==> src/verilog/fetch_pkg.sv <==
`default_nettype none

package fetch_pkg;

	// quad word address is the byte address without its low four bits
	localparam int QW_ADDR_BITS = 28;
	localparam int WORDS_PER_QW = 4;

	// control register bit positions
	localparam int CTRL_ENABLE_BIT = 0;
	localparam int CTRL_FLUSH_BIT = 1;

	// four instructions, word 0 sits in the lowest 32 bits
	typedef logic [WORDS_PER_QW-1:0][31:0] qword_t;

	// fetch unit to cache
	typedef struct packed {
		logic valid;
		logic [QW_ADDR_BITS-1:0] addr;
	} cache_req_t;

	// cache to fetch unit
	// rvalid and addr/rdata hold until the next accepted request
	typedef struct packed {
		logic ready;
		logic rvalid;
		logic [QW_ADDR_BITS-1:0] addr;
		qword_t rdata;
	} cache_rsp_t;

	// idle: nothing on the read bus yet
	// lookup: read bus holds a result, new lookups are taken
	// refill_wait: miss sent to memory, waiting for the line
	typedef enum logic [1:0] {
		IC_IDLE,
		IC_LOOKUP,
		IC_REFILL_WAIT
	} icache_state_t;

	typedef enum logic [1:0] {
		CSR_BOOT_VECTOR = 2'd0,
		CSR_CONTROL = 2'd1,
		CSR_RESTART = 2'd2
	} csr_addr_t;

endpackage

`default_nettype wire

==> src/verilog/fetch_csr.sv <==
`timescale 1ns/1ps
`default_nettype none

module fetch_csr #(
	parameter logic [31:0] RESET_VECTOR = 32'h0000_0000
) (
	input logic clk,
	input logic i_reset,

	// configuration write port, one write per strobe
	input logic i_cfg_we,
	input fetch_pkg::csr_addr_t i_cfg_addr,
	input logic [31:0] i_cfg_wdata,

	// to fetch unit
	output logic [31:0] o_boot_vector,
	output logic o_restart,

	// to instruction cache
	output logic o_cache_enable,
	output logic o_flush
);

	import fetch_pkg::*;

	always_ff @(posedge clk) begin
		if (i_reset) begin
			o_boot_vector <= RESET_VECTOR;
			// cache comes up enabled
			o_cache_enable <= 1'b1;
			o_flush <= 1'b0;
			o_restart <= 1'b0;
		end else begin
			// strobes last a single cycle
			o_flush <= 1'b0;
			o_restart <= 1'b0;
			if (i_cfg_we) begin
				case (i_cfg_addr)
					CSR_BOOT_VECTOR: begin
						o_boot_vector <= i_cfg_wdata;
					end
					CSR_CONTROL: begin
						o_cache_enable <= i_cfg_wdata[CTRL_ENABLE_BIT];
						// flush bit is self clearing
						o_flush <= i_cfg_wdata[CTRL_FLUSH_BIT];
					end
					CSR_RESTART: begin
						// any write here restarts, data ignored
						o_restart <= 1'b1;
					end
					default: begin
						// unmapped address, write dropped
						o_restart <= 1'b0;
					end
				endcase
			end
		end
	end

endmodule

`default_nettype wire

==> src/verilog/icache_dm.sv <==
`timescale 1ns/1ps
`default_nettype none

module icache_dm #(
	parameter int CACHE_LINES = 16
) (
	input logic clk,
	input logic i_reset,

	// fetch side
	input fetch_pkg::cache_req_t i_req,
	output fetch_pkg::cache_rsp_t o_rsp,

	// configuration
	input logic i_enable,
	input logic i_flush,

	// refill side, one miss outstanding
	output logic o_mem_req,
	output logic [fetch_pkg::QW_ADDR_BITS-1:0] o_mem_addr,
	input logic i_mem_rvalid,
	input fetch_pkg::qword_t i_mem_rdata
);

	import fetch_pkg::*;

	localparam int IDX_BITS = $clog2(CACHE_LINES);
	localparam int TAG_BITS = QW_ADDR_BITS - IDX_BITS;

	// line storage
	logic [TAG_BITS-1:0] tag_mem [CACHE_LINES];
	qword_t data_mem [CACHE_LINES];
	logic [CACHE_LINES-1:0] line_valid;

	icache_state_t state;

	// held read result
	logic [QW_ADDR_BITS-1:0] rsp_addr;
	qword_t rsp_data;

	// miss address, also drives the memory port
	logic [QW_ADDR_BITS-1:0] miss_addr;

	logic [IDX_BITS-1:0] req_idx;
	logic [TAG_BITS-1:0] req_tag;
	logic [IDX_BITS-1:0] fill_idx;
	logic [TAG_BITS-1:0] fill_tag;
	logic accept;
	logic hit;
	logic fill;

	always_comb begin
		req_idx = i_req.addr[IDX_BITS-1:0];
		req_tag = i_req.addr[QW_ADDR_BITS-1:IDX_BITS];
		fill_idx = miss_addr[IDX_BITS-1:0];
		fill_tag = miss_addr[QW_ADDR_BITS-1:IDX_BITS];

		// lookups are refused only while a refill is in flight
		o_rsp.ready = (state != IC_REFILL_WAIT);
		o_rsp.rvalid = (state == IC_LOOKUP);
		o_rsp.addr = rsp_addr;
		o_rsp.rdata = rsp_data;

		accept = i_req.valid & o_rsp.ready;
		// a disabled cache misses on everything
		hit = i_enable & line_valid[req_idx] & (tag_mem[req_idx] == req_tag);
		fill = (state == IC_REFILL_WAIT) & i_mem_rvalid;
	end

	assign o_mem_addr = miss_addr;

	// controller
	always_ff @(posedge clk) begin
		if (i_reset) begin
			state <= IC_IDLE;
			o_mem_req <= 1'b0;
			line_valid <= '0;
		end else begin
			o_mem_req <= 1'b0;
			case (state)
				IC_IDLE, IC_LOOKUP: begin
					if (accept) begin
						if (hit) begin
							state <= IC_LOOKUP;
						end else begin
							// one cycle pulse toward memory
							state <= IC_REFILL_WAIT;
							o_mem_req <= 1'b1;
						end
					end
				end
				IC_REFILL_WAIT: begin
					// latency is up to the memory
					if (i_mem_rvalid) begin
						state <= IC_LOOKUP;
					end
				end
				default: begin
					state <= IC_IDLE;
				end
			endcase

			// flush wins over a fill landing in the same cycle
			if (i_flush) begin
				line_valid <= '0;
			end else if (fill && i_enable) begin
				line_valid[fill_idx] <= 1'b1;
			end
		end
	end

	// arrays and read result
	always_ff @(posedge clk) begin
		if (accept && !hit) begin
			miss_addr <= i_req.addr;
		end
		if (accept && hit) begin
			rsp_addr <= i_req.addr;
			rsp_data <= data_mem[req_idx];
		end else if (fill) begin
			// refill data goes straight to the read bus
			rsp_addr <= miss_addr;
			rsp_data <= i_mem_rdata;
			// allocate only while enabled
			if (i_enable) begin
				tag_mem[fill_idx] <= fill_tag;
				data_mem[fill_idx] <= i_mem_rdata;
			end
		end
	end

endmodule

`default_nettype wire

==> src/verilog/fetch_unit.sv <==
`timescale 1ns/1ps
`default_nettype none

module fetch_unit (
	input logic clk,
	input logic i_reset,

	// pipeline side
	input logic i_pipeline_ready,
	input logic i_redirect,
	input logic [31:0] i_redirect_pc,

	// configuration
	input logic [31:0] i_boot_vector,
	input logic i_restart,

	// cache side
	output fetch_pkg::cache_req_t o_cache_req,
	input fetch_pkg::cache_rsp_t i_cache_rsp,

	// registered pipeline outputs
	output logic o_valid,
	output logic [31:0] o_pc,
	output logic [31:0] o_instruction
);

	import fetch_pkg::*;

	// byte offset bits inside a quad word
	localparam int OFS_BITS = 32 - QW_ADDR_BITS;

	// program counter of the next instruction to show
	logic [31:0] pc;
	// first cycle after reset fetches from the boot vector
	logic boot_pending;

	logic start;
	logic discard;
	logic [31:0] fetch_pc;
	logic [31:0] seq_pc;
	logic on_bus;
	logic last_word;
	logic load;

	always_comb begin
		start = boot_pending | i_restart;
		// current item is dropped on restart or redirect
		discard = start | i_redirect;

		if (start) begin
			fetch_pc = i_boot_vector;
		end else if (i_redirect) begin
			fetch_pc = i_redirect_pc;
		end else begin
			fetch_pc = pc;
		end
		seq_pc = fetch_pc + 32'd4;

		// instruction already sitting on the cache read bus?
		on_bus = i_cache_rsp.rvalid && (i_cache_rsp.addr == fetch_pc[31:OFS_BITS]);
		last_word = &fetch_pc[OFS_BITS-1:2];

		// output register may take a new item
		// held under back-pressure unless discarded
		load = ~o_valid | i_pipeline_ready | discard;

		o_cache_req.valid = 1'b0;
		o_cache_req.addr = fetch_pc[31:OFS_BITS];
		if (load) begin
			if (!on_bus) begin
				// block missing from the read bus, go get it
				o_cache_req.valid = 1'b1;
			end else if (last_word) begin
				// last word is being captured into the output register,
				// so the read bus is free for the next block already
				o_cache_req.valid = 1'b1;
				o_cache_req.addr = seq_pc[31:OFS_BITS];
			end
		end
	end

	always_ff @(posedge clk) begin
		if (i_reset) begin
			boot_pending <= 1'b1;
			pc <= i_boot_vector;
			o_valid <= 1'b0;
		end else begin
			boot_pending <= 1'b0;
			if (load) begin
				o_valid <= on_bus;
				// advance only past an instruction actually shown
				pc <= on_bus ? seq_pc : fetch_pc;
			end
		end
	end

	// output payload
	always_ff @(posedge clk) begin
		if (load && on_bus) begin
			o_pc <= fetch_pc;
			o_instruction <= i_cache_rsp.rdata[fetch_pc[OFS_BITS-1:2]];
		end
	end

endmodule

`default_nettype wire

==> src/verilog/ifetch_top.sv <==
`timescale 1ns/1ps
`default_nettype none

module ifetch_top #(
	parameter logic [31:0] RESET_VECTOR = 32'h0000_0000,
	parameter int CACHE_LINES = 16
) (
	input logic clk,
	input logic i_reset,

	// configuration writes
	input logic i_cfg_we,
	input fetch_pkg::csr_addr_t i_cfg_addr,
	input logic [31:0] i_cfg_wdata,

	// pipeline
	input logic i_pipeline_ready,
	input logic i_redirect,
	input logic [31:0] i_redirect_pc,
	output logic o_valid,
	output logic [31:0] o_pc,
	output logic [31:0] o_instruction,

	// memory refill port
	output logic o_mem_req,
	output logic [fetch_pkg::QW_ADDR_BITS-1:0] o_mem_addr,
	input logic i_mem_rvalid,
	input fetch_pkg::qword_t i_mem_rdata
);

	import fetch_pkg::*;

	// configuration outputs
	logic [31:0] boot_vector;
	logic restart;
	logic cache_enable;
	logic flush;

	// fetch to cache
	cache_req_t cache_req;
	cache_rsp_t cache_rsp;

	fetch_csr #(
		.RESET_VECTOR(RESET_VECTOR)
	) fetch_csr_inst (
		.clk(clk),
		.i_reset(i_reset),
		.i_cfg_we(i_cfg_we),
		.i_cfg_addr(i_cfg_addr),
		.i_cfg_wdata(i_cfg_wdata),
		.o_boot_vector(boot_vector),
		.o_restart(restart),
		.o_cache_enable(cache_enable),
		.o_flush(flush)
	);

	fetch_unit fetch_unit_inst (
		.clk(clk),
		.i_reset(i_reset),
		.i_pipeline_ready(i_pipeline_ready),
		.i_redirect(i_redirect),
		.i_redirect_pc(i_redirect_pc),
		.i_boot_vector(boot_vector),
		.i_restart(restart),
		.o_cache_req(cache_req),
		.i_cache_rsp(cache_rsp),
		.o_valid(o_valid),
		.o_pc(o_pc),
		.o_instruction(o_instruction)
	);

	icache_dm #(
		.CACHE_LINES(CACHE_LINES)
	) icache_dm_inst (
		.clk(clk),
		.i_reset(i_reset),
		.i_req(cache_req),
		.o_rsp(cache_rsp),
		.i_enable(cache_enable),
		.i_flush(flush),
		.o_mem_req(o_mem_req),
		.o_mem_addr(o_mem_addr),
		.i_mem_rvalid(i_mem_rvalid),
		.i_mem_rdata(i_mem_rdata)
	);

endmodule

`default_nettype wire

==> config.mk <==
export PLATFORM = sky130hd
export DESIGN_NAME = ifetch_top
export DESIGN_NICKNAME = d
export VERILOG_FILES = /design/src/verilog/fetch_pkg.sv /design/src/verilog/fetch_csr.sv /design/src/verilog/icache_dm.sv /design/src/verilog/fetch_unit.sv /design/src/verilog/ifetch_top.sv
export SDC_FILE = /design/constraint.sdc
export NUM_CORES = 2
export LEC_CHECK = 0
export BUFFER_PORTS_ARGS = -buffer_cell sky130_fd_sc_hd__buf_4
export CAP_MARGIN = 5
export CELL_PAD_IN_SITES_DETAIL_PLACEMENT = 0
export CELL_PAD_IN_SITES_GLOBAL_PLACEMENT = 1
export CORE_MARGIN = 1
export CORE_UTILIZATION = 25
export DETAILED_ROUTE_END_ITERATION = 16
export HOLD_SLACK_MARGIN = 0.1
export PLACE_DENSITY = 0.47
export SKIP_LAST_GASP = 1
export SYNTH_ARGS = -nofsm -noshare
export SYNTH_HDL_FRONTEND = slang
export SYNTH_SLANG_ARGS = --single-unit
==> constraint.sdc <==
create_clock -name clk -period 43.4 [get_ports clk]
set_input_delay 8.68 -clock clk [delete_from_list [all_inputs] [get_ports clk]]
set_output_delay 8.68 -clock clk [all_outputs]
set_load 0.01 [all_outputs]
Word level (Yosys, flattened, before mapping)
Memories as Yosys holds them, arrays and structs flattened.
Cells that the tools add are included.
{ "op_classes": {"n_mux": 30, "addsub": 1, "n_lt_le_gt_ge": 4, "eq_ne": 9, "n_bitwise": 14, "n_reduce_logical": 20} }
{ "op_table": {"columns": ["op", "n"], "rows": [
  ["$mux W128", 2],
  ["$mux W32", 6],
  ["$mux W28", 3],
  ["$bmux W32 S2", 1],
  ["$mux W29", 2],
  ["$add A32 B3 Y32 const B", 1],
  ["$eq A28 B28 Y1", 1],
  ["$eq A24 B24 Y1", 1],
  ["$or A16 B16 Y16", 1],
  ["$lt A4 B5 Y1 const B", 2],
  ["$mux W1", 10],
  ["$reduce_and A2 Y1", 4],
  ["$logic_and A1 B1 Y1", 6],
  ["$mux W2", 3],
  ["$reduce_or A2 Y1", 3],
  ["$reduce_or A3 Y1", 2],
  ["$not A1 Y1", 5],
  ["$and A1 B1 Y1", 4],
  ["$bmux W1 S4", 1],
  ["$demux W1 S4", 1],
  ["$eq A2 B1 Y1 const B", 2],
  ["$eq A2 B2 Y1 const B", 2],
  ["$ge A4 B1 Y1 const B", 1],
  ["$logic_not A2 Y1", 2],
  ["7 further kinds", 12]
]} }
{ "totals": {"n_memories": 2, "mem_bits_rw": 2432, "output_inout_bits": 94, "ff_bits": 336, "in_bits": 200} }
{ "memory_table": {"columns": ["memory", "depth", "word_bits", "rd", "rd_ports_with_merged_regs", "write_ports", "line_no", "source"], "rows": [
  ["icache_dm_inst.data_mem", 16, 128, 1, 0, 1, "icache_dm.sv:32", "qword_t data_mem [CACHE_LINES];"],
  ["icache_dm_inst.tag_mem", 16, 24, 1, 0, 1, "icache_dm.sv:31", "logic [TAG_BITS-1:0] tag_mem [CACHE_LINES];"]
]} }

Longest topological paths before layout
{ "logic_depth": {"word_depth": 13, "depth_mapped": 28, "depth_no_buf": 18} }

Cells and area by module
Synthesis repeated with hierarchy kept, for this count alone.
{ "unflattened": {"hier_cells": 4820, "hier_area_um2": 108669.2} }
{ "modules_own_cells": {"columns": ["module", "instances", "area_per_inst_um2", "cells_each", "seq_area_each_um2"], "rows": [
  ["icache_dm", 1, 99978.4, 4017, 78935.7],
  ["fetch_unit", 1, 7115.6, 654, 2922.8],
  ["fetch_csr", 1, 1575.3, 149, 700.7]
]} }

Worst setup path after synthesis
OpenSTA, ideal clock, no wires.
{ "synth_timing": {"path_type": "input to register", "from": "in i_mem_rvalid", "to": "mem icache_dm_inst.data_mem[0][0] in the netlist's numbering, enable pin", "cell_stages": 5, "arrival_time_ps": 19640, "path_buffers": 0, "setup_slack_ps": 22908, "setup_time_ps": 852, "path_cell_list": "inv_1 -> nor2_1 -> nand2_1 -> or3_1 -> nor3_1"} }
{ "synth_between": {"elab_chain_len": 4} }
{ "synth_rtl": {"columns": ["element", "line_no", "source"], "rows": [
  ["from (decl)", "ifetch_top.sv:27", "input logic i_mem_rvalid,"],
  ["$and A1 B1 Y1", "icache_dm.sv:67", "fill = (state == IC_REFILL_WAIT) & i_mem_rvalid;"],
  ["$mux W1", "icache_dm.sv:120", "end else if (fill) begin"],
  ["$mux W1", "icache_dm.sv:117", "if (accept && hit) begin"],
  ["$mux W1 (implied by the code)", "icache_dm.sv:127", "data_mem[fill_idx] <= i_mem_rdata;"],
  ["to (decl)", "icache_dm.sv:32", null]
]} }
No other way between the ends.

Worst setup path after layout
{ "layout_timing": {"from": "in i_redirect", "to": "reg icache_dm_inst.rsp_data, in the netlist icache_dm_inst.o_rsp[98], enable pin"} }
{ "layout_between": {"elab_chain_len": 12} }
{ "layout_rtl": {"columns": ["element", "line_no", "source"], "rows": [
  ["from (decl)", "ifetch_top.sv:18", "input logic i_redirect,"],
  ["$mux W32 *", "fetch_unit.sv:52", "end else if (i_redirect) begin"],
  ["$mux W32 *", "fetch_unit.sv:50", "if (start) begin"],
  ["via fetch_unit_inst.fetch_pc[3]", "fetch_unit.sv:39", "logic [31:0] fetch_pc;"],
  ["$add A32 B3 Y32 or $reduce_and A2 Y1 (tied branches)", "fetch_unit.sv:57, fetch_unit.sv:61", null],
  ["$mux W29 *", "fetch_unit.sv:73", "end else if (last_word) begin"],
  ["$mux W28", "fetch_unit.sv:70", "if (!on_bus) begin"],
  ["$mux W29 *", "fetch_unit.sv:69", "if (load) begin"],
  ["parallel branches: the longest is 4 deep, another holds $mem_v2 Z16 W24", null, null],
  ["$logic_and A1 B1 Y1 *", "icache_dm.sv:117", null],
  ["$reduce_bool A2 Y1 (no source line) *", null, null],
  ["to (signal assigned)", "icache_dm.sv:119", "rsp_data <= data_mem[req_idx];"],
  ["to (signal assigned)", "icache_dm.sv:123", "rsp_data <= i_mem_rdata;"],
  ["to (decl)", "icache_dm.sv:39", "qword_t rsp_data;"]
]} }
Mark *: on every way through the listed nets, which the timed path passes. The select of a mux whose other input is x is not followed.
A chain may end at the register's enable or synchronous reset.

==> results by stage <==
Clocking:
- The maximum level of the CTS H-tree is 5.
- The clock root buffer is sky130_fd_sc_hd__clkbuf_16.
- The number of sinks driven by the clock tree is between 2000 and 3000.
- Clock-pin slew was measured on the worst setup and hold paths at around 0.06 ns.
- The maximum number of buffers from clock root to sink is 4.
- Buffers inserted during clock tree synthesis total about 330.
- The post-cts sizing count is 0.
- At the later pin of the worst-skew pair, clock insertion delay measures between 0.9 and 1 ns.
- The number of hold buffers added after CTS was 0.
- The total setup buffers inserted after CTS is 0.
- TritonCTS built the clock tree.

Place:
- The congestion estimate from routability-driven global placement came to roughly 0.79.
- The pre-CTS setup slack is approximately 23 ns.
- In this run the tool buffered the top-level ports with a little under 300 buffer cells.
- Once detailed placement completed, the half-perimeter wirelength came to about 220000 um.

STA:
- The final hold violation count was 0.
- Headroom to the max-slew limit came out at approximately a fifth.
- The final critical path takes up between 40% and 50% of the cycle.
- The smallest clock period supported by the final layout is computed as approximately 19 ns.
- The maximum clock frequency is 0.0525 GHz.
- The setup total negative slack is 0 ns.
- The setup slack of the critical path after layout is about 24 ns.
- The pin slew with the least headroom to its limit is about 1.2 ns.
- The final-report max-slew violation count was 0.
- The worst setup skew after layout is approximately 0.088 ns.
- Setup violations remaining at the end of the flow were counted as 0.
- Setup repair after global routing left no endpoint under its margin.

Worst setup path:
- Of all nets on the critical path, the largest fanout is between 50 and 60.
- STA classifies the critical path endpoint as a flip-flop.
- At the worst endpoint, the required time is around 44 ns.
- For the worst setup path, the data arrival time is around 20 ns.
- The kind of start point of the critical path is an input port.
- The critical path in this run is classified as input port to flip-flop.

Job:
- The reported max-cap violation count is 0.

Routing:
- The total via count in the routed design is between 70000 and 80000.
- The antenna violation net count after detailed routing is 0.
- The detailed-route DRC error count is 0.
- Using the TritonRoute via totals, the vias-per-cell ratio works out to ~4.8.
- In the final routed layout, each cell accounts on average for about 27 um.
- The first routing iteration left between 6000 and 7000 violations.
- The routed wire length is ~400000 um.
- For this run, the detailed router's first-pass iteration total came to 8.

Global routing:
- The total grt overflow is 0.
- Global routing used 17.2% of the available tracks across all layers.
- Entering global routing, the biggest net connects about 160 pins.
- The number of global-route vias before repair is 70800.
- For met2 alone, demand over resource in global routing was approximately 28%.
- met2 is the most crowded layer.
- The global routing met3 resource utilization is between 2 and 3%.
- For this run, global-route usage on met1 was measured as between 20% and 30%.
- The wire length of the first global-routing pass is about 560000 um.
- The number of antenna violations at the first check in global routing was 69.

Logic synthesis:
- The number of standard cells after synthesis is approximately 8500.
- Of all flip-flops after synthesis, the portion carrying an async set or reset was 0%.
- For this run, the number of Yosys warnings is 0.
- After synthesis, the mean cell area works out to approximately 13 sq um.
- The post-synthesis cell type count is 95.
- The proportion of synthesized chip area in sequential cells is approximately three quarters.
- Yosys mapped a number of flops with a built-in enable equal to 2712.
- The post-synth net total is 8747.
- The dominant register cell in the synthesized netlist is sky130_fd_sc_hd__edfxtp_1.
- The total of flip-flops plus latches after synthesis is between 2000 and 3000.
- Summing every instance area after synthesis gives around 0.11 sq mm.

Power:
- The leakage power summed over all cells is about 44 nW.
- The maximum ir drop on the vdd rail is approximately 0.000029 V.
- The power density over the cells is ~46 mW/mm^2.

Floorplan:
- The area of the core region is 0.449 sq mm.
- The die is 674 um wide.
- From bottom edge to top edge, the die measures 674 um.
- The count of pins on the block boundary is between 200 and 300.
- Once the floorplan was initialized, standard cells occupied approximately a quarter of the core.
- The total die area is 0.455 sq mm.
- The floorplan has around 250 rows.

Outcome:
- The flow ran to the end, and the final reports show no timing, DRC or antenna violations.

Finish:
- The share of cells above drive strength 1 is 11.3%.
- The library cells used most frequently in the layout, excluding fill and tap cells, are sky130_fd_sc_hd__edfxtp_1, sky130_fd_sc_hd__nand2_1, sky130_fd_sc_hd__nand3_1, sky130_fd_sc_hd__buf_4, sky130_fd_sc_hd__clkbuf_16.
- Leaving out fill and tap cells, the most frequent cell in the layout is sky130_fd_sc_hd__edfxtp_1.
- At the end of the flow, the number of nets in the layout was between 8000 and 9000.
- The signed area change from the synthesized netlist to the final layout is 16.8%.

Min path:
- The class of the tightest hold or removal check is flip-flop to flip-flop.
-- final cells by class --
type | count | area, sq um
inverter | 37 | 179
clock inverter | 147 | 1170
timing repair buffer | 455 | 3680
sequential | 2768 | 82600
fill | 45400 | 317000
multi-input combinational | 5157 | 28000
clock buffer | 445 | 8950
antenna | 15 | 37.5
tap | 5952 | 7450
-- through the flow --
step	hold slack [ns]	total power (W)	area [sq um]	instances	util [%]
2_1_floorplan	0.436	0.00333	113000	8546	-
3_3_place_gp	0.448	0.00355	122000	14400	27.1
3_5_place_dp	0.456	0.00356	122000	14400	27.1
4_1_cts	0.470	0.00622	132000	15000	29.4
5_1_grt	0.485	0.00635	132000	15000	29.4
6_report	0.466	0.00614	132000	15000	29.4
-- registers in the layout, summed over array words and instances (netlist names) --
| signal | flops |
|---|---|
| fetch_unit_inst.o_valid | 1 |
| icache_dm_inst.rsp_addr | 28 |
| icache_dm_inst.data_mem | 2048 |
| icache_dm_inst.tag_mem | 384 |
| icache_dm_inst.o_rsp | 128 |
| icache_dm_inst.line_valid | 16 |
| fetch_unit_inst.boot_pending | 1 |
| fetch_csr_inst.o_boot_vector | 32 |
| fetch_csr_inst.o_cache_enable | 1 |
| icache_dm_inst.state | 2 |
| fetch_unit_inst.o_instruction | 32 |
| fetch_unit_inst.pc | 32 |
| icache_dm_inst.o_mem_req | 1 |
| fetch_csr_inst.o_flush | 1 |
| icache_dm_inst.o_mem_addr | 28 |
| fetch_unit_inst.o_pc | 32 |
| fetch_csr_inst.o_restart | 1 |
-- critical path, cell delays in order --
cell and delay [ns]:
sky130_fd_sc_hd__buf_4 0.50, sky130_fd_sc_hd__mux2i_1 0.15, sky130_fd_sc_hd__mux2_4 0.53, sky130_fd_sc_hd__inv_1 0.19, sky130_fd_sc_hd__ha_1 0.33, sky130_fd_sc_hd__nand2_1 0.22, sky130_fd_sc_hd__nor3_1 0.31, sky130_fd_sc_hd__nand4_1 0.77
sky130_fd_sc_hd__o21ai_4 0.96, sky130_fd_sc_hd__and2_4 0.56, sky130_fd_sc_hd__buf_4 0.63, sky130_fd_sc_hd__buf_4 0.76, sky130_fd_sc_hd__a2111oi_0 0.18, sky130_fd_sc_hd__nor4_1 0.36, sky130_fd_sc_hd__o221ai_1 0.24, sky130_fd_sc_hd__xor2_1 0.22
sky130_fd_sc_hd__o2111ai_1 0.22, sky130_fd_sc_hd__or4_4 0.50, sky130_fd_sc_hd__nor3_4 0.23, sky130_fd_sc_hd__or2_4 0.47, sky130_fd_sc_hd__buf_4 0.69, sky130_fd_sc_hd__buf_4 0.91, sky130_fd_sc_hd__buf_4 0.65
-- path summary, 6_finish.rpt --
check	from	end	slack, ns	depth (start not counted)
worst max register to register	fetch_csr_inst.o_restart	icache_dm_inst.o_rsp[98]	31.36	22
worst max-delay path	i_redirect	icache_dm_inst.o_rsp[98]	24.36	23
worst min register to register	icache_dm_inst.line_valid[5]	icache_dm_inst.line_valid[5]	0.47	1
worst min-delay path	icache_dm_inst.line_valid[5]	icache_dm_inst.line_valid[5]	0.47	1
-- cell usage after synthesis, types with 7 or more instances --
cell	count	share of area (%)
sky130_fd_sc_hd__o22ai_1	10	0.055
sky130_fd_sc_hd__nand2_1	2430	8.1
sky130_fd_sc_hd__nor3_1	28	0.12
sky130_fd_sc_hd__mux4_2	33	0.66
sky130_fd_sc_hd__a32oi_1	14	0.11
sky130_fd_sc_hd__a211oi_1	79	0.52
sky130_fd_sc_hd__and3_1	201	1.1
sky130_fd_sc_hd__a311oi_1	291	2.3
sky130_fd_sc_hd__buf_6	13	0.13
sky130_fd_sc_hd__nor2_1	71	0.24
sky130_fd_sc_hd__nand4_1	14	0.077
sky130_fd_sc_hd__a2111oi_0	31	0.24
sky130_fd_sc_hd__edfxtp_1	2712	72
sky130_fd_sc_hd__or3_1	14	0.077
sky130_fd_sc_hd__o21ai_0	69	0.31
sky130_fd_sc_hd__xnor2_1	79	0.61
sky130_fd_sc_hd__nand2b_1	14	0.077
sky130_fd_sc_hd__dfxtp_1	56	0.99
sky130_fd_sc_hd__buf_2	31	0.14
sky130_fd_sc_hd__clkbuf_1	485	1.6
sky130_fd_sc_hd__buf_1	34	0.11
sky130_fd_sc_hd__o21ai_1	11	0.049
sky130_fd_sc_hd__a21oi_1	77	0.34
sky130_fd_sc_hd__mux2_2	42	0.42
sky130_fd_sc_hd__mux2i_1	81	0.72
sky130_fd_sc_hd__nor2b_1	8	0.044
sky130_fd_sc_hd__xor2_1	31	0.24
sky130_fd_sc_hd__nand3_1	1065	4.7
sky130_fd_sc_hd__o21a_1	23	0.15
sky130_fd_sc_hd__a22oi_1	17	0.11
sky130_fd_sc_hd__o211ai_1	7	0.046
sky130_fd_sc_hd__a31oi_1	150	0.83
sky130_fd_sc_hd__nor4_1	20	0.11
sky130_fd_sc_hd__inv_1	33	0.11
sky130_fd_sc_hd__and2_1	9	0.050
sky130_fd_sc_hd__buf_8	11	0.15
sky130_fd_sc_hd__buf_4	10	0.066
sky130_fd_sc_hd__mux2_1	129	1.3
-- routing by layer --
layer | up-vias | share of wire, %
li1 | 32300 | -
met1 | 37400 | 45
met2 | 1962 | 47
met3 | 552 | 5.4
met4 | 36 | 2.6
met5 | - | 0.052
-- cell families (layout without fill, tap and decap cells) --
logic type	after synthesis	after routing	synth area share, %
muxes	290	290	3.15
other	0	15	0
adders and majority gates	1	1	0.0111
AOI/OAI and AO/OA	844	844	5.56
xor gates and xnor gates	111	111	0.877
DFF	2768	2768	73.0
and+or+nand+nor	3911	3911	15.0
buffers and inverters	621	1084	2.33
-- where the power goes --
group | switching [W] | leakage (nW) | internal (W)
Clock | 0.00112 | 4.92 | 0.00152
Combinational | 0.000322 | 13.7 | 0.000133
Sequential | 0.0000461 | 25.1 | 0.00299
Total | 0.00149 | 43.7 | 0.00465
Note: power is estimated with default switching activity, not from simulation.
